--- config.mk ---
export PLATFORM = sky130hd
export DESIGN_NAME = bmuCtrl
export DESIGN_NICKNAME = d
export VERILOG_FILES = /design/src/common/bmuPkg.sv /design/src/decode/bmuDecode.sv /design/src/decode/zbbDecode.sv /design/src/verilog/bmuCtrl.sv /design/src/verilog/bmuIssue.sv
export VERILOG_INCLUDE_DIRS = /design/src /design/src/common
export SDC_FILE = /design/constraint.sdc
export NUM_CORES = 1
export LEC_CHECK = 0
export BUFFER_PORTS_ARGS = -buffer_cell sky130_fd_sc_hd__clkbuf_2
export CORE_UTILIZATION = 46
export CTS_CLUSTER_SIZE = 16
export DETAILED_ROUTE_END_ITERATION = 10
export PLACE_DENSITY = 0.8
export RECOVER_POWER = 50
export SLEW_MARGIN = 20
export SYNTH_ARGS = -nofsm -noshare
export SYNTH_HDL_FRONTEND = slang
export SYNTH_SLANG_ARGS = --single-unit
--- constraint.sdc ---
create_clock -name clk -period 2.9 [get_ports clk]
set_input_delay 0.145 -clock clk [delete_from_list [all_inputs] [get_ports clk]]
set_output_delay 0.145 -clock clk [all_outputs]
set_load 0.02 [all_outputs]
--- src/common/bmu_params.svh ---
// Configuration macros for the bit-manipulation decode unit.
// Include this header in any RTL file that needs the datapath width,
// the extension switches, the major opcodes or the control-field widths.
// Change the values here to build an rv32 or rv64 core with a subset
// of Zba, Zbb and Zbs.

`ifndef BMU_PARAMS_SVH
`define BMU_PARAMS_SVH

// datapath width, 32 or 64
`define BMU_XLEN 64

// extension switches, 1 enables the table rows
`define BMU_ZBA_SUPPORTED 1
`define BMU_ZBB_SUPPORTED 1
`define BMU_ZBS_SUPPORTED 1

// major opcodes seen by the bit-manipulation tables
`define OP_REG   7'b0110011
`define OP_IMM   7'b0010011
`define OP_REG_W 7'b0111011
`define OP_IMM_W 7'b0011011

// control field widths
`define ALU_SELECT_W 3
`define BSELECT_W    4
`define ZBB_SELECT_W 4
`define BALU_CTRL_W  3

`endif

--- src/common/bmuPkg.sv ---
// Shared types for the bit-manipulation decode unit.
// The instruction word is a packed union so one 32-bit value can be
// read as an R-type word or as a shift-immediate word with a 6-bit shamt.
// Modules pull the types in with a wildcard import in their header.

`default_nettype none

package bmuPkg;

  // R-type view, also used for the rs2-qualified unary rows
  typedef struct packed {
    logic [6:0] funct7;
    logic [4:0] rs2;
    logic [4:0] rs1;
    logic [2:0] funct3;
    logic [4:0] rd;
    logic [6:0] opcode;
  } rTypeT;

  // shift-immediate view
  // shamt[5] overlays funct7[0] of the R-type view
  typedef struct packed {
    logic [5:0] funct6;
    logic [5:0] shamt;
    logic [4:0] rs1;
    logic [2:0] funct3;
    logic [4:0] rd;
    logic [6:0] opcode;
  } shiftImmT;

  // one instruction word with two decodings
  typedef union packed {
    rTypeT    r;                                  // funct7 / rs2 view
    shiftImmT sh;                                 // funct6 / shamt view
  } instrWordT;

endpackage

`default_nettype wire

--- src/decode/bmuDecode.sv ---
// Decode-stage table for the bit-manipulation unit.
// Matches the Zba and Zbs rows here and merges the result of the Zbb
// and base-shift table from zbbDecode, which wins over earlier rows.
// All outputs are combinational from InstrD. With no hit the word is
// flagged illegal and every other field is zero.

`default_nettype none

`include "bmu_params.svh"

module bmuDecode import bmuPkg::*; (
  input  instrWordT                  InstrD,
  output logic                       BRegWriteD,
  output logic                       BALUSrcBD,
  output logic                       BW64D,
  output logic                       BUW64D,
  output logic                       BSubArithD,
  output logic                       IllegalBitmanipInstrD,
  output logic [`ALU_SELECT_W-1:0]   BALUSelectD,
  output logic [`BSELECT_W-1:0]      BSelectD,
  output logic [`ZBB_SELECT_W-1:0]   ZBBSelectD,
  output logic                       BALUOpD,
  output logic                       RotateD,
  output logic                       MaskD,
  output logic                       PreShiftD,
  output logic [2:0]                 Funct3D
);

  // aluSel_bSel_zbbSel_regWr_srcB_w64_uw64_aluOp_subArith_rot_mask_preShift_illegal
  localparam int CtrlW = `ALU_SELECT_W + `BSELECT_W + `ZBB_SELECT_W + 10;

  logic [CtrlW-1:0]          ctrlD;               // packed decode row
  logic [6:0]                opD;
  logic                      zbbHit;              // zbb or base shift matched
  logic [`ALU_SELECT_W-1:0]  zbbAluSel;
  logic [`BSELECT_W-1:0]     zbbBSel;
  logic [`ZBB_SELECT_W-1:0]  zbbSel;
  logic                      zbbSrcB;
  logic                      zbbW64;
  logic                      zbbSubArith;
  logic                      zbbRotate;
  logic                      countWord;           // clzw / ctzw / cpopw

  // zbs rows share everything but the select, subArith and srcB
  function automatic logic [CtrlW-1:0] zbsRow(input logic [2:0] sel,
                                              input logic       subArith,
                                              input logic       srcB);
    zbsRow = {sel, 4'b0001, 4'b0000, 1'b1, srcB, 2'b00, 1'b1, subArith,
              1'b0, 1'b1, 1'b0, 1'b0};
  endfunction

  assign opD     = InstrD.r.opcode;
  assign Funct3D = InstrD.r.funct3;

  zbbDecode zbbTable (
    .InstrD       (InstrD),
    .ZbbHit       (zbbHit),
    .ZbbALUSelect (zbbAluSel),
    .ZbbBSelect   (zbbBSel),
    .ZbbSelect    (zbbSel),
    .ZbbSrcB      (zbbSrcB),
    .ZbbW64       (zbbW64),
    .ZbbSubArith  (zbbSubArith),
    .ZbbRotate    (zbbRotate)
  );

  // only the count-word row is a W form in the unary group
  assign countWord = zbbHit & zbbW64 & (zbbBSel == 4'b0010);

  ////////////////////////////////////////////////////////////
  // decode table
  ////////////////////////////////////////////////////////////
  always_comb begin
    ctrlD = {{(CtrlW-1){1'b0}}, 1'b1};            // default illegal

    if (`BMU_ZBA_SUPPORTED) begin
      if (opD == `OP_REG)
        case ({InstrD.r.funct7, Funct3D})
          10'b0010000_010, 10'b0010000_100, 10'b0010000_110:
            ctrlD = 21'b000_0001_0000_1_0_0_0_1_0_0_0_1_0;  // shNadd
          default: ;
        endcase
      if (`BMU_XLEN == 64) begin
        if (opD == `OP_REG_W)
          case ({InstrD.r.funct7, Funct3D})
            10'b0010000_010, 10'b0010000_100, 10'b0010000_110:
              ctrlD = 21'b000_0001_0000_1_0_0_1_1_0_0_0_1_0;  // shNadd.uw
            10'b0000100_000:
              ctrlD = 21'b000_0001_0000_1_0_0_1_1_0_0_0_0_0;  // add.uw, no preshift
            default: ;
          endcase
        if (opD == `OP_IMM_W && InstrD.sh.funct6 == 6'b000010 && Funct3D == 3'b001)
          ctrlD = 21'b001_0001_0000_1_1_0_1_1_0_0_0_0_0;      // slli.uw on shifter
      end
    end

    if (`BMU_ZBS_SUPPORTED) begin
      if (opD == `OP_REG)
        case ({InstrD.r.funct7, Funct3D})
          10'b0100100_001: ctrlD = zbsRow(3'b111, 1'b1, 1'b0);  // bclr
          10'b0100100_101: ctrlD = zbsRow(3'b101, 1'b0, 1'b0);  // bext
          10'b0110100_001: ctrlD = zbsRow(3'b100, 1'b0, 1'b0);  // binv
          10'b0010100_001: ctrlD = zbsRow(3'b110, 1'b0, 1'b0);  // bset
          default: ;
        endcase
      // rv32 index must stay below 32
      if (opD == `OP_IMM && (`BMU_XLEN == 64 || !InstrD.sh.shamt[5]))
        case ({InstrD.sh.funct6, Funct3D})
          9'b010010_001: ctrlD = zbsRow(3'b111, 1'b1, 1'b1);    // bclri
          9'b010010_101: ctrlD = zbsRow(3'b101, 1'b0, 1'b1);    // bexti
          9'b011010_001: ctrlD = zbsRow(3'b100, 1'b0, 1'b1);    // binvi
          9'b001010_001: ctrlD = zbsRow(3'b110, 1'b0, 1'b1);    // bseti
          default: ;
        endcase
    end

    // zbb and base shifts override earlier rows
    if (zbbHit)
      ctrlD = {zbbAluSel, zbbBSel, zbbSel, 1'b1, zbbSrcB, zbbW64, countWord,
               ~countWord, zbbSubArith, zbbRotate, 3'b000};
  end

  assign {BALUSelectD, BSelectD, ZBBSelectD, BRegWriteD, BALUSrcBD, BW64D, BUW64D,
          BALUOpD, BSubArithD, RotateD, MaskD, PreShiftD, IllegalBitmanipInstrD} = ctrlD;

endmodule

`default_nettype wire

--- src/decode/zbbDecode.sv ---
// Zbb decode table plus the base shifts that run on the shared shifter.
// Reports a hit flag and the select and flag fields of the matching row.
// The unary rows are qualified by the rs2 field of the R-type view and
// the immediate rotates and shifts by the funct6 / shamt view.
// Purely combinational. Without a hit every output is zero.

`default_nettype none

`include "bmu_params.svh"

module zbbDecode import bmuPkg::*; (
  input  instrWordT                  InstrD,
  output logic                       ZbbHit,
  output logic [`ALU_SELECT_W-1:0]   ZbbALUSelect,
  output logic [`BSELECT_W-1:0]      ZbbBSelect,
  output logic [`ZBB_SELECT_W-1:0]   ZbbSelect,
  output logic                       ZbbSrcB,
  output logic                       ZbbW64,
  output logic                       ZbbSubArith,
  output logic                       ZbbRotate
);

  // hit_aluSel_bSel_zbbSel_srcB_w64_subArith_rotate
  localparam int RowW = 1 + `ALU_SELECT_W + `BSELECT_W + `ZBB_SELECT_W + 4;
  // rev8 shamt differs with xlen
  localparam logic [5:0] Rev8Shamt = (`BMU_XLEN == 64) ? 6'b111000 : 6'b011000;

  logic [RowW-1:0] zbbRow;
  logic [6:0]      opD;
  logic [2:0]      funct3D;
  logic [4:0]      rs2D;
  logic            immShiftOk;                    // rv32 shamt below 32

  assign opD        = InstrD.r.opcode;
  assign funct3D    = InstrD.r.funct3;
  assign rs2D       = InstrD.r.rs2;
  assign immShiftOk = (`BMU_XLEN == 64) || !InstrD.sh.shamt[5];

  always_comb begin
    zbbRow = '0;                                  // no hit

    if (`BMU_ZBB_SUPPORTED) begin
      case (opD)
        `OP_IMM: begin
          if (InstrD.r.funct7 == 7'b0110000 && funct3D == 3'b001) begin
            if (rs2D[4:1] == 4'b0010)
              zbbRow = 16'b1_000_0010_0001_1_0_0_0;             // sext.b / sext.h
            else if (rs2D <= 5'd2)
              zbbRow = 16'b1_000_0010_0000_1_0_0_0;             // clz / ctz / cpop
          end
          if (InstrD.r.funct7 == 7'b0010100 && funct3D == 3'b101 && rs2D == 5'b00111)
            zbbRow = 16'b1_000_0010_0010_1_0_0_0;               // orc.b
          if (InstrD.sh.funct6 == 6'b011010 && funct3D == 3'b101 &&
              InstrD.sh.shamt == Rev8Shamt)
            zbbRow = 16'b1_000_0010_0010_1_0_0_0;               // rev8
          if (InstrD.sh.funct6 == 6'b011000 && funct3D == 3'b101 && immShiftOk)
            zbbRow = 16'b1_001_0000_0111_1_0_0_1;               // rori
        end
        `OP_REG:
          case ({InstrD.r.funct7, funct3D})
            10'b0000101_110, 10'b0000101_111:
              zbbRow = 16'b1_000_0010_0111_0_0_1_0;             // max / maxu
            10'b0000101_100, 10'b0000101_101:
              zbbRow = 16'b1_000_0010_0011_0_0_1_0;             // min / minu
            10'b0110000_001, 10'b0110000_101:
              zbbRow = 16'b1_001_0001_0111_0_0_0_1;             // rol / ror
            10'b0100000_111: zbbRow = 16'b1_111_0001_0111_0_0_1_0;  // andn
            10'b0100000_110: zbbRow = 16'b1_110_0001_0111_0_0_1_0;  // orn
            10'b0100000_100: zbbRow = 16'b1_100_0001_0111_0_0_1_0;  // xnor
            10'b0000100_100:
              if (`BMU_XLEN == 32)
                zbbRow = 16'b1_000_0010_0001_1_0_0_0;           // zext.h rv32 form
            default: ;
          endcase
        `OP_REG_W:
          if (`BMU_XLEN == 64)
            case ({InstrD.r.funct7, funct3D})
              10'b0000100_100: zbbRow = 16'b1_000_0010_0001_0_0_0_0;  // zext.h
              10'b0110000_001, 10'b0110000_101:
                zbbRow = 16'b1_001_0000_0111_0_1_0_1;           // rolw / rorw
              default: ;
            endcase
        `OP_IMM_W:
          if (`BMU_XLEN == 64) begin
            if (InstrD.r.funct7 == 7'b0110000 && funct3D == 3'b001 && rs2D <= 5'd2)
              zbbRow = 16'b1_000_0010_0000_1_1_0_0;             // clzw / ctzw / cpopw
            if (InstrD.r.funct7 == 7'b0110000 && funct3D == 3'b101)
              zbbRow = 16'b1_001_0000_0111_1_1_0_1;             // roriw
          end
        default: ;
      endcase
    end

    ////////////////////////////////////////////////////////////
    // base shifts on the shared shifter
    ////////////////////////////////////////////////////////////
    if (`BMU_ZBB_SUPPORTED || `BMU_ZBS_SUPPORTED) begin
      if (funct3D[1:0] == 2'b01) begin
        if (opD == `OP_REG && {InstrD.r.funct7[6], InstrD.r.funct7[4:0]} == 6'b0)
          zbbRow = 16'b1_001_0000_0000_0_0_0_0;                 // sll / srl / sra
        if (opD == `OP_IMM && {InstrD.sh.funct6[5], InstrD.sh.funct6[3:0]} == 5'b0 &&
            immShiftOk)
          zbbRow = 16'b1_001_0000_0000_1_0_0_0;                 // slli / srli / srai
        if (`BMU_XLEN == 64 && {InstrD.r.funct7[6], InstrD.r.funct7[4:0]} == 6'b0) begin
          if (opD == `OP_REG_W)
            zbbRow = 16'b1_001_0000_0000_0_1_0_0;               // sllw / srlw / sraw
          if (opD == `OP_IMM_W)
            zbbRow = 16'b1_001_0000_0000_1_1_0_0;               // slliw / srliw / sraiw
        end
      end
    end
  end

  assign {ZbbHit, ZbbALUSelect, ZbbBSelect, ZbbSelect, ZbbSrcB, ZbbW64,
          ZbbSubArith, ZbbRotate} = zbbRow;

endmodule

`default_nettype wire

--- src/verilog/bmuCtrl.sv ---
// Top level of the bit-manipulation control unit.
// Connects the Decode-stage table to the issue logic that forms the
// ALU select and the Execute-stage control register.

`default_nettype none

`include "bmu_params.svh"

module bmuCtrl import bmuPkg::*; (
  input  logic                       clk,
  input  logic                       reset,
  input  instrWordT                  InstrD,
  input  logic                       ALUOpD,
  input  logic                       StallE,
  input  logic                       FlushE,
  output logic                       BRegWriteD,
  output logic                       BALUSrcBD,
  output logic                       BW64D,
  output logic                       BUW64D,
  output logic                       BSubArithD,
  output logic                       IllegalBitmanipInstrD,
  output logic [`ALU_SELECT_W-1:0]   ALUSelectD,
  output logic [`BSELECT_W-1:0]      BSelectE,
  output logic [`ZBB_SELECT_W-1:0]   ZBBSelectE,
  output logic [`BALU_CTRL_W-1:0]    BALUControlE,
  output logic                       BMUActiveE
);

  logic [`ALU_SELECT_W-1:0]  baluSelectD;
  logic [`BSELECT_W-1:0]     bSelectD;
  logic [`ZBB_SELECT_W-1:0]  zbbSelectD;
  logic                      baluOpD;
  logic                      rotateD;
  logic                      maskD;
  logic                      preShiftD;
  logic [2:0]                funct3D;

  bmuDecode decode (
    .InstrD                (InstrD),
    .BRegWriteD            (BRegWriteD),
    .BALUSrcBD             (BALUSrcBD),
    .BW64D                 (BW64D),
    .BUW64D                (BUW64D),
    .BSubArithD            (BSubArithD),
    .IllegalBitmanipInstrD (IllegalBitmanipInstrD),
    .BALUSelectD           (baluSelectD),
    .BSelectD              (bSelectD),
    .ZBBSelectD            (zbbSelectD),
    .BALUOpD               (baluOpD),
    .RotateD               (rotateD),
    .MaskD                 (maskD),
    .PreShiftD             (preShiftD),
    .Funct3D               (funct3D)
  );

  bmuIssue issue (
    .clk                   (clk),
    .reset                 (reset),
    .StallE                (StallE),
    .FlushE                (FlushE),
    .ALUOpD                (ALUOpD),
    .BALUOpD               (baluOpD),
    .BALUSelectD           (baluSelectD),
    .Funct3D               (funct3D),
    .BSelectD              (bSelectD),
    .ZBBSelectD            (zbbSelectD),
    .RotateD               (rotateD),
    .MaskD                 (maskD),
    .PreShiftD             (preShiftD),
    .IllegalBitmanipInstrD (IllegalBitmanipInstrD),
    .ALUSelectD            (ALUSelectD),
    .BSelectE              (BSelectE),
    .ZBBSelectE            (ZBBSelectE),
    .BALUControlE          (BALUControlE),
    .BMUActiveE            (BMUActiveE)
  );

endmodule

`default_nettype wire

--- src/verilog/bmuIssue.sv ---
// ALU select choice and Execute-stage control register for the BMU.
// ALUSelectD is combinational in Decode. The register captures the
// Decode selects on each clock unless StallE holds it. FlushE clears
// it when not stalled and reset clears it over both.

`default_nettype none

`include "bmu_params.svh"

module bmuIssue import bmuPkg::*; (
  input  logic                       clk,
  input  logic                       reset,
  input  logic                       StallE,
  input  logic                       FlushE,
  input  logic                       ALUOpD,
  input  logic                       BALUOpD,
  input  logic [`ALU_SELECT_W-1:0]   BALUSelectD,
  input  logic [2:0]                 Funct3D,
  input  logic [`BSELECT_W-1:0]      BSelectD,
  input  logic [`ZBB_SELECT_W-1:0]   ZBBSelectD,
  input  logic                       RotateD,
  input  logic                       MaskD,
  input  logic                       PreShiftD,
  input  logic                       IllegalBitmanipInstrD,
  output logic [`ALU_SELECT_W-1:0]   ALUSelectD,
  output logic [`BSELECT_W-1:0]      BSelectE,
  output logic [`ZBB_SELECT_W-1:0]   ZBBSelectE,
  output logic [`BALU_CTRL_W-1:0]    BALUControlE,
  output logic                       BMUActiveE
);

  localparam int ExeW = `BSELECT_W + `ZBB_SELECT_W + `BALU_CTRL_W + 1;

  logic [`BALU_CTRL_W-1:0] baluControlD;
  logic [ExeW-1:0]         ctrlD;
  logic [ExeW-1:0]         ctrlE;                 // execute control register

  // bmu select, else funct3 for base alu ops, else add
  assign ALUSelectD   = BALUOpD ? BALUSelectD : (ALUOpD ? Funct3D : '0);
  assign baluControlD = {RotateD, MaskD, PreShiftD};
  assign ctrlD        = {BSelectD, ZBBSelectD, baluControlD, ~IllegalBitmanipInstrD};

  always_ff @(posedge clk) begin
    if (reset)
      ctrlE <= '0;
    else if (!StallE)                             // stall holds, flush ignored
      ctrlE <= FlushE ? '0 : ctrlD;
  end

  assign {BSelectE, ZBBSelectE, BALUControlE, BMUActiveE} = ctrlE;

endmodule

`default_nettype wire
Word-level counts from Yosys, hierarchy flattened
Cells that the tools add are included.

Bitwise operators: 4. Equal/unequal tests: 38. Reduce and logical (&&, ||, !) cells: 18. Muxes and demuxes: 30. Magnitude comparators: 1.

Operators by type and width (number): $mux W16 (14); $pmux W21 S4 (2); $mux W21 (5); $pmux W16 S6 (1); $eq A10 B9 Y1 const B (8); $pmux W16 S4 (1); $eq A10 B6 Y1 const B (6); $pmux W21 S2 (1); $eq A10 B8 Y1 const B (4); $pmux W16 S2 (1); $mux W15 (2); $eq A9 B8 Y1 const B (3); $eq A7 B5 Y1 const B (3); $eq A7 B6 Y1 const B (3); $eq A6 B5 Y1 const B (2); $logic_and A1 B1 Y1 (12); $mux W12 (1); $eq A9 B7 Y1 const B (1); $eq A4 B2 Y1 const B (2); $eq A6 B2 Y1 const B (1); $eq A6 B6 Y1 const B (1); $logic_not A6 Y1 (1); $mux W3 (2); $reduce_or A2 Y1 (3); other kinds (9) (11).

Output and inout bits: 21. Input bits: 37. Flip-flop bits (word level): 12.

Logic depth before layout (Yosys ltp)
Gate-level depths: netlist of run 1.

Depth after elaboration: 20. Mapped depth: 8. Depth with buffers taken out: 7.

Hierarchy
Synthesis of run 1 repeated with hierarchy kept, for this count alone.

Cell total of the unflattened synthesis: 198. Area total of the unflattened synthesis: 1514.0 um^2.

By module, submodules not included: bmuIssue (cells an instance 59, area each 576.8 um^2, sequential area each 240.2 um^2, instances 1); zbbDecode (cells an instance 76, area each 514.2 um^2, sequential area each 0.0 um^2, instances 1); bmuDecode (cells an instance 63, area each 422.9 um^2, sequential area each 0.0 um^2, instances 1).

Worst setup path before layout of run 1
OpenSTA, ideal clock, no wires.

Path kind: input port to flip-flop. Start: in InstrD[29] (netlist bit). End: reg issue.ctrlE[0]. Buffers on the path: 1. Library setup time: 0.070 ns. Cell stages on the path: 8. Path slack: 0.750 ns. Arrival time: 2.079 ns. Cells stage by stage: buf_6 > or4_4 > or3_4 > or3_4 > nand3_2 > nor3_2 > or3_1 > a21oi_1.

Longest elaborated chain between the ends: 16. Elaborated cells on any way between the ends: 72. Classes of those cells: eq/ne: 27; mux: 26; bitwise: 1; reduce/logical: 18.

RTL lines: from (decl) (line bmuCtrl.sv:12) `input instrWordT InstrD,`; branches (longest 13 deep; another with $pmux W21 S2); $mux W21 (*) (line bmuDecode.sv:118) `if (zbbHit)`; named net IllegalBitmanipInstrD (line bmuCtrl.sv:21) `output logic IllegalBitmanipInstrD,`; $not A1 Y1 (*) (line bmuIssue.sv:41) `assign ctrlD = {BSelectD, ZBBSelectD, baluControlD, ~IllegalBitmanipInstrD};`; $mux W12 (*) (line bmuIssue.sv:47) `ctrlE <= FlushE ? '0 : ctrlD;`; to (signal assigned) (line bmuIssue.sv:47); to (decl) (line bmuIssue.sv:36) `logic [ExeW-1:0] ctrlE;`.

Mark *: on every way through the listed nets, which the timed path passes. A chain may end at the register's enable or synchronous reset.

Worst setup path after layout of run 1
Start: in InstrD[3] (netlist bit). End: out ALUSelectD[2].

Longest elaborated chain between the ends: 13. Elaborated cells on any way between the ends: 29. Classes of those cells: eq/ne: 5; mux: 17; bitwise: 3; reduce/logical: 4.

RTL lines: $eq A7 B5 Y1 / $eq A7 B6 Y1 (equally long branches) (line zbbDecode.sv:43) `case (opD)`; $pmux W16 S4 / $logic_and A1 B1 Y1 (equally long branches) (line zbbDecode.sv:43, zbbDecode.sv:99); $mux W16 (line zbbDecode.sv:99) `` if (opD == `OP_REG && {InstrD.r.funct7[6], InstrD.r.funct7[4:0]} == 6'b0) ``; $mux W16 (line zbbDecode.sv:101) `` if (opD == `OP_IMM && {InstrD.sh.funct6[5], InstrD.sh.funct6[3:0]} == 5'b0 && ``; $mux W16 (line zbbDecode.sv:105) `` if (opD == `OP_REG_W) ``; $mux W16 (line zbbDecode.sv:107) `` if (opD == `OP_IMM_W) ``; $mux W16 (line zbbDecode.sv:104) `` if (`BMU_XLEN == 64 && {InstrD.r.funct7[6], InstrD.r.funct7[4:0]} == 6'b0) begin ``; $mux W16 (line zbbDecode.sv:98) `if (funct3D[1:0] == 2'b01) begin`; $eq A4 B2 Y1 / $and A1 B1 Y1 (equally long branches) (line bmuDecode.sv:68) `assign countWord = zbbHit & zbbW64 & (zbbBSel == 4'b0010);`; $and A1 B1 Y1 (line bmuDecode.sv:68); $not A1 Y1 (line bmuDecode.sv:120) `~countWord, zbbSubArith, zbbRotate, 3'b000};`; $mux W21 (*) (line bmuDecode.sv:118); $mux W3 (*) (line bmuIssue.sv:39) `assign ALUSelectD = BALUOpD ? BALUSelectD : (ALUOpD ? Funct3D : '0);`; to (decl) (line bmuCtrl.sv:22) `` output logic [`ALU_SELECT_W-1:0] ALUSelectD, ``.

Mark *: on every way between the ends. The rest lies on a longest branch, timed or not.

==> results.md, run 1 <==
- Status: finished, final reports clean
- Width of the die: approximately 53 um
- Slowest-stage cell, CP: or4_1
- Placeable Area: ~2500 sq um
- Initial DRC Count: approximately 80
- Critical path buffers and inverters: 3
- # diodes: 0
- Tot GR Track Use: 0.2763
- Total gr overflow: 0
- Ports: slightly below 60
- EDFF count, synth: 0
- TritonCTS Buffers: 3
- Clk Latency, worst-skew pair: between 200 and 300 ps
- CP Capture Type: output pin
- # hold bufs at CTS: 0
- Nets: roughly 260
- Synth cell types: 56
- Overall routed net length: 3674 um
- WP data required: 2760 ps
- Main flop type after synthesis: dfxtp_1
- Critical Path Start Type: primary input
- Logic pwr share: 0.292
- Clk root buf: clkbuf_4
- Final Cycle Share: 0.8938
- Synth area leader: dfxtp_1
- MaxCap Viol Count: 0
- CTS clk-pin slew, worst paths: around 60 ps
- Antenna-violating nets left: 0
- FMAX: 385.8 MHz
- CTS Sinks: 9
- WL/cell: between 10 and 15 um
- Setup Fix Bufs, Post-CTS: 0
- Final setup vio count: 0
- Part of the power in the clock network: 0.315
- Post-synth top area share: 0.1503
- Share of layout cells above drive strength 1: 0.2055
- Most common cell after layout, fill and taps aside: clkbuf_2
- First-pass GRT wire length: approximately 5700 um
- Cell Area, Synth: ~1200 sq um
- Worst Skew: 0 ps
- Syn Inst Count: ~180
- Biggest register: issue.ctrlE
- Min Tclk post-route: 2592 ps
- Routed vias: 1566
- Max incr delay on CP: 510 ps
- Syn Area/Cell: approximately 6.8 sq um
- Pleak: approximately 0.55 nW
- Synth top area cells: dfxtp_1 15%, nand2_1 8.1%, nor2_1 5.3%
- Part of the power in registers: 0.393
- Relative slew slack: 0.6624
- Routability congestion estimate: roughly 0.96
- Max Slew Vio Count: 0
- Setup TNS: 0 ps
- DIE AREA: around 2800 sq um
- P_sw: roughly 110 uW
- Area growth, synth to finish: 19.31%
- Tot Pwr: approximately 310 uW
- Switch share: 0.3375
- # DRC: 0
- Slew @ Worst Pin: roughly 490 ps
- Via-to-Cell Ratio: about 6.3
- Commonest non-fill, non-tap cells in the layout: 34 x clkbuf_2, 26 x nand2_1, 17 x nor2_1
- Row cnt: 18
- Max reg flops: 9
- Synth async-reset ratio: 0
- Initial antenna violation count: 0
- Crit-path cells: clkbuf_1, nand4bb_1, a2111oi_0, buf_4, or4_1, nor4_1, a211oi_1, nor2_1, clkbuf_2
- CTS tree: done
- Worst vdd ir: 191.4 uV
- CP Data Arrival Time: 2450 ps
- Delay-heaviest family, CP: simple AND/OR/NAND/NOR gates
- Crit Path Max Fanout: 6
- Hold/Removal Path Class: in -> reg
- Vias in the first global route: 1337
- Layout fillers: 269
- CTS resizes: 0
- Power Density: 220.1 nW/um^2
- Final Hold Fails: 0
- RSZ-0062 raised after global routing: false
- Syn. warnings: 0
- Synthesized flop and latch total: 9
- Buffers on Ports: between 40 and 50
- H-Tree Depth: 1
- Drt first pass iters: 4
- Hpwl dp: around 2900 um
- Top Registers: issue.ctrlE (9)
- Initial core utilization: 0.4838
- CP Class: in -> out
- Int Power: between 200 and 250 uW
- Sequential-to-total area share from yosys stat: 0.1503
- Die H: approximately 53 um
- CTS Buffer Depth: 2
- Pin count of the biggest net entering global routing: 17
[final timing paths]
check        cells past startpoint  slack (ps)            from             end
min reg2reg                      2         460  issue.ctrlE[4]  issue.ctrlE[4]
max                              9         310       InstrD[3]   ALUSelectD[2]
min                              2         160           reset  issue.ctrlE[4]
max reg2reg                      2        2250  issue.ctrlE[9]  issue.ctrlE[9]
[synth_stat cells, types with 2 or more instances]
master and count:
o21ai_1 4, nand3_1 11, nand2_1 26, nor2b_1 5, o211ai_1 3, nor4b_2 2, o21ai_0 3, dfxtp_1 9
nand2b_1 4, or4_1 4, a21oi_1 8, nand4_1 6, or3_4 2, nor2_1 17, a211oi_1 3, clkbuf_1 5
a22oi_1 2, mux2i_1 2, nand3b_1 4, buf_4 3, inv_1 2, or3_1 3, and2_1 2, o22ai_1 2
nor3_1 7, nor4_1 6, nor3b_1 2, o41ai_1 2
[per-layer routing]
| layer | vias up | routed length [um] | share of wire | GRT usage |
|---|---|---|---|---|
| li1 | 758 | - | - | - |
| met3 | 12 | 387 | 0.11 | 0.03448 |
| met1 | 699 | 1573 | 0.43 | 0.3638 |
| met2 | 97 | 1620 | 0.44 | 0.4283 |
| met4 | 0 | 92 | 0.025 | 0.1535 |
| met5 | - | 0 | 0 | 0 |
[cell type report]
cell class | instances | area [sq um] | area share
multi-input combinational | 157 | 948.4 | 0.6632
timing repair buffer | 47 | 230.2 | 0.1610
sequential | 9 | 180.2 | 0.1260
tap | 30 | 37.54 | 0.02625
clock buffer | 4 | 26.28 | 0.01837
inverter | 2 | 7.507 | 0.005249
[power by group through the flow]
stage	Sequential (mW)	Clock, mW	Combinational (mW)
2_1_floorplan	0.126	0	0.0541
3_3_place_gp	0.126	0	0.0899
3_5_place_dp	0.126	0	0.0902
4_1_cts	0.124	0.100	0.0907
5_1_grt	0.123	0.109	0.100
6_report	0.124	0.0991	0.0921
[worst reg2reg max path, delay by kind of cell, from the launching register on]
family | cells | cell delay, ps
AOI/OAI and AO/OA | 1 | 180
and+or+nand+nor | 1 | 50
DFF | 1 | 310
[cell families after synthesis]
logic type / synth area share
other: 0.003129
XOR/XNOR: 0.007308
buffers and inverters: 0.05741
AND/OR/NAND/NOR: 0.5710
flip-flops: 0.1503
multiplexers: 0.01670
AO/OA/AOI/OAI: 0.1942
[per-stage QoR]
step	utilization	instances	area [sq um]	worst slack (ps)	hold slack (ps)
finish	0.5773	249	1430	308.0	164.1
floorplan	-	179	1206	750.5	326.1
global route	0.5773	249	1430	178.9	163.4
detailed placement	0.5753	245	1425	449.1	436.4
global placement	0.5753	245	1425	465.6	435.9
CTS	0.5859	249	1451	444.2	157.0
Note: power is estimated with default switching activity, not from simulation.
==> run 2, diff against run 1 <==
--- a/config.mk
+++ b/config.mk
@@ -10,7 +10,7 @@
 export CORE_UTILIZATION = 46
 export CTS_CLUSTER_SIZE = 16
 export DETAILED_ROUTE_END_ITERATION = 10
-export PLACE_DENSITY = 0.8
+export PLACE_DENSITY = 0.89
 export RECOVER_POWER = 50
 export SLEW_MARGIN = 20
 export SYNTH_ARGS = -nofsm -noshare
==> results.md, run 2 (synthesis gave the netlist of run 1 again) <==
- Status: finished, final reports clean
- H-Tree Depth: 1 (unchanged)
- CP Data Arrival Time: 2430 ps (-20 ps)
- Max reg flops: 9 (unchanged)
- Power Density: 217.5 nW/um^2 (-1.2%)
- Worst Skew: 0 ps (unchanged)
- RR Startpoint: issue.ctrlE[2]
- Critical path launch point: InstrD[3]
- Critical Path Start Type: primary input
- Share of layout cells above drive strength 1: 0.2018 (-0.003645)
- Width of the die: 53.05 um (unchanged)
- WL/cell: 15.06 um (+2.1%)
- Crit path to: ALUSelectD[2]
- Drt first pass iters: 4 (unchanged)
- Die H: 53.05 um (unchanged)
- M2 GR Usage: 0.4789 (+0.05063)
- Most Crowded Layer GR: met2
- Setup TNS: 0 ps (unchanged)
- Pin count of the biggest net entering global routing: 17 (unchanged)
- Final Hold Fails: 0 (unchanged)
- Via-to-Cell Ratio: 6.262 (-0.43%)
- CTS clk-pin slew, worst paths: 60 ps (about the same)
- CP Class: in -> out
- Initial DRC Count: 68 (-17%)
- Row cnt: 18 (unchanged)
- Clk root buf: clkbuf_4
- Clk Latency, worst-skew pair: 250 ps (about the same)
- Overall routed net length: 3735 um (+1.7%)
- Pleak: 0.5452 nW (-1.2%)
- Biggest register: issue.ctrlE
- MaxCap Viol Count: 0 (unchanged)
- Initial antenna violation count: 0 (unchanged)
- Area growth, synth to finish: 19.00%
- Most common cell after layout, fill and taps aside: clkbuf_2
- Initial core utilization: 0.4838 (unchanged)
- RSZ-0062 raised after global routing: false
- CTS resizes: 0 (unchanged)
- # DRC: 0 (unchanged)
- Tot GR Track Use: 0.2812 (+0.004921)
- Reg2reg path depth: 2 (unchanged)
- Final setup vio count: 0 (unchanged)
- Crit Path Max Fanout: 6 (unchanged)
- Setup Fix Bufs, Post-CTS: 0 (unchanged)
- WP data required: 2760 ps (about the same)
- FF-to-FF End: issue.ctrlE[2]
- Placeable Area: 2477 sq um (unchanged)
- Worst vdd ir: 293.7 uV (+53%)
- TritonCTS Buffers: 3 (unchanged)
- CP Capture Type: output pin
- Routability congestion estimate: 0.9422 (-2.1%)
- Hold/Removal Path Class: in -> reg
- Top Registers: issue.ctrlE (9)
- First-pass GRT wire length: 5858 um (+2.1%)
- Placed Area: 1418 sq um (-0.53%)
- Vias in the first global route: 1328 (-0.67%)
- Total gr overflow: 0 (unchanged)
- Ports: 58 (unchanged)
- CTS Sinks: 9 (unchanged)
- Buffers on Ports: 44 (unchanged)
- Max Slew Vio Count: 0 (unchanged)
- Relative slew slack: 0.6438 (-0.01866)
- Hpwl dp: 2872 um (+0.50%)
- Slew @ Worst Pin: 529.5 ps (+35.87 ps)
- Reg2Reg Setup Slack: 2220 ps (-30 ps)
- Met1 track demand over resource: 0.3593 (-0.004468)
- CTS Buffer Depth: 2 (unchanged)
- # diodes: 0 (unchanged)
- CTS tree: done
- DIE AREA: 2814 sq um (unchanged)
- Final Cycle Share: 0.8889 (-0.004921)
- Layout fillers: 275 (+2.2%)
- Post-Layout Inst Area: 1426 sq um (-0.26%)
- FMAX: 387.9 MHz (+0.55%)
- Met3 Usage GRT: 0.04310 (+0.008621)
- # hold bufs at CTS: 0 (unchanged)
- Nets: 256 (-0.39%)
- Routed vias: 1553 (-0.83%)
- Antenna-violating nets left: 0 (unchanged)
- Min Tclk post-route: 2578 ps (-14.27 ps)
- Tot Pwr: 310.2 uW (-1.5%)
- Commonest non-fill, non-tap cells in the layout: 33 x clkbuf_2, 26 x nand2_1, 17 x nor2_1
==> run 2: changes by cell type in the layout (fill, tap and decap cells not counted) <==
cell      previous run  this run
buf_4                3         2
clkbuf_1            11        12
clkbuf_2            34        33
or3_1                4         3
or3_4                1         2
==> run 2: how the worst min path moves through the flow <==
stage / start / endpoint / slack (ps) / cells after the start
finish: FlushE / issue.ctrlE[0] / 180 / 3
global route: FlushE / issue.ctrlE[0] / 180 / 3
CTS: reset / issue.ctrlE[1] / 170 / 2
detailed placement: FlushE / issue.ctrlE[0] / 440 / 3
global placement: FlushE / issue.ctrlE[0] / 430 / 3
floorplan: FlushE / issue.ctrlE[0] / 330 / 2
==> run 2: power breakdown <==
| part | switching [mW] | internal, mW |
|---|---|---|
| Sequential | 0.00000209 | 0.124 |
| Clock | 0.0415 | 0.0529 |
| Combinational | 0.0606 | 0.0317 |
==> run 2: layer usage <==
metal  vias to the layer above  routed length, um
li1                        761                  -
met5                         -                  0
met1                       698               1600
met4                         0                 38
met3                         5                321
met2                        89               1774
==> run 2: through the flow <==
step                      utilization  cells  worst slack (ps)  hold WS, ps
after floorplan                     -    179             750.5        326.1
after CTS                      0.5828    248             475.6        169.2
after global placement         0.5722    244             441.1        433.1
final                          0.5758    248             322.2        180.9
after global routing           0.5758    248             141.7        184.8
after detailed placement       0.5722    244             483.5        440.0
==> run 2: cell type report <==
class	count	area [sq um]	share of cell area
well taps	30	37.54	0.02632
repair buffers	46	221.5	0.1553
multi-input cells	157	953.4	0.6684
flip-flops and latches	9	180.2	0.1263
inverters	2	7.507	0.005263
clock buffers	4	26.28	0.01842
==> run 2: worst max-delay path, stage by stage <==
cell and delay (ps):
clkbuf_1 290, nand4bb_1 330, or3b_1 190, nor2_1 50, or4_1 530, nor4_1 460
a211oi_1 140, nor2_1 120, clkbuf_2 170
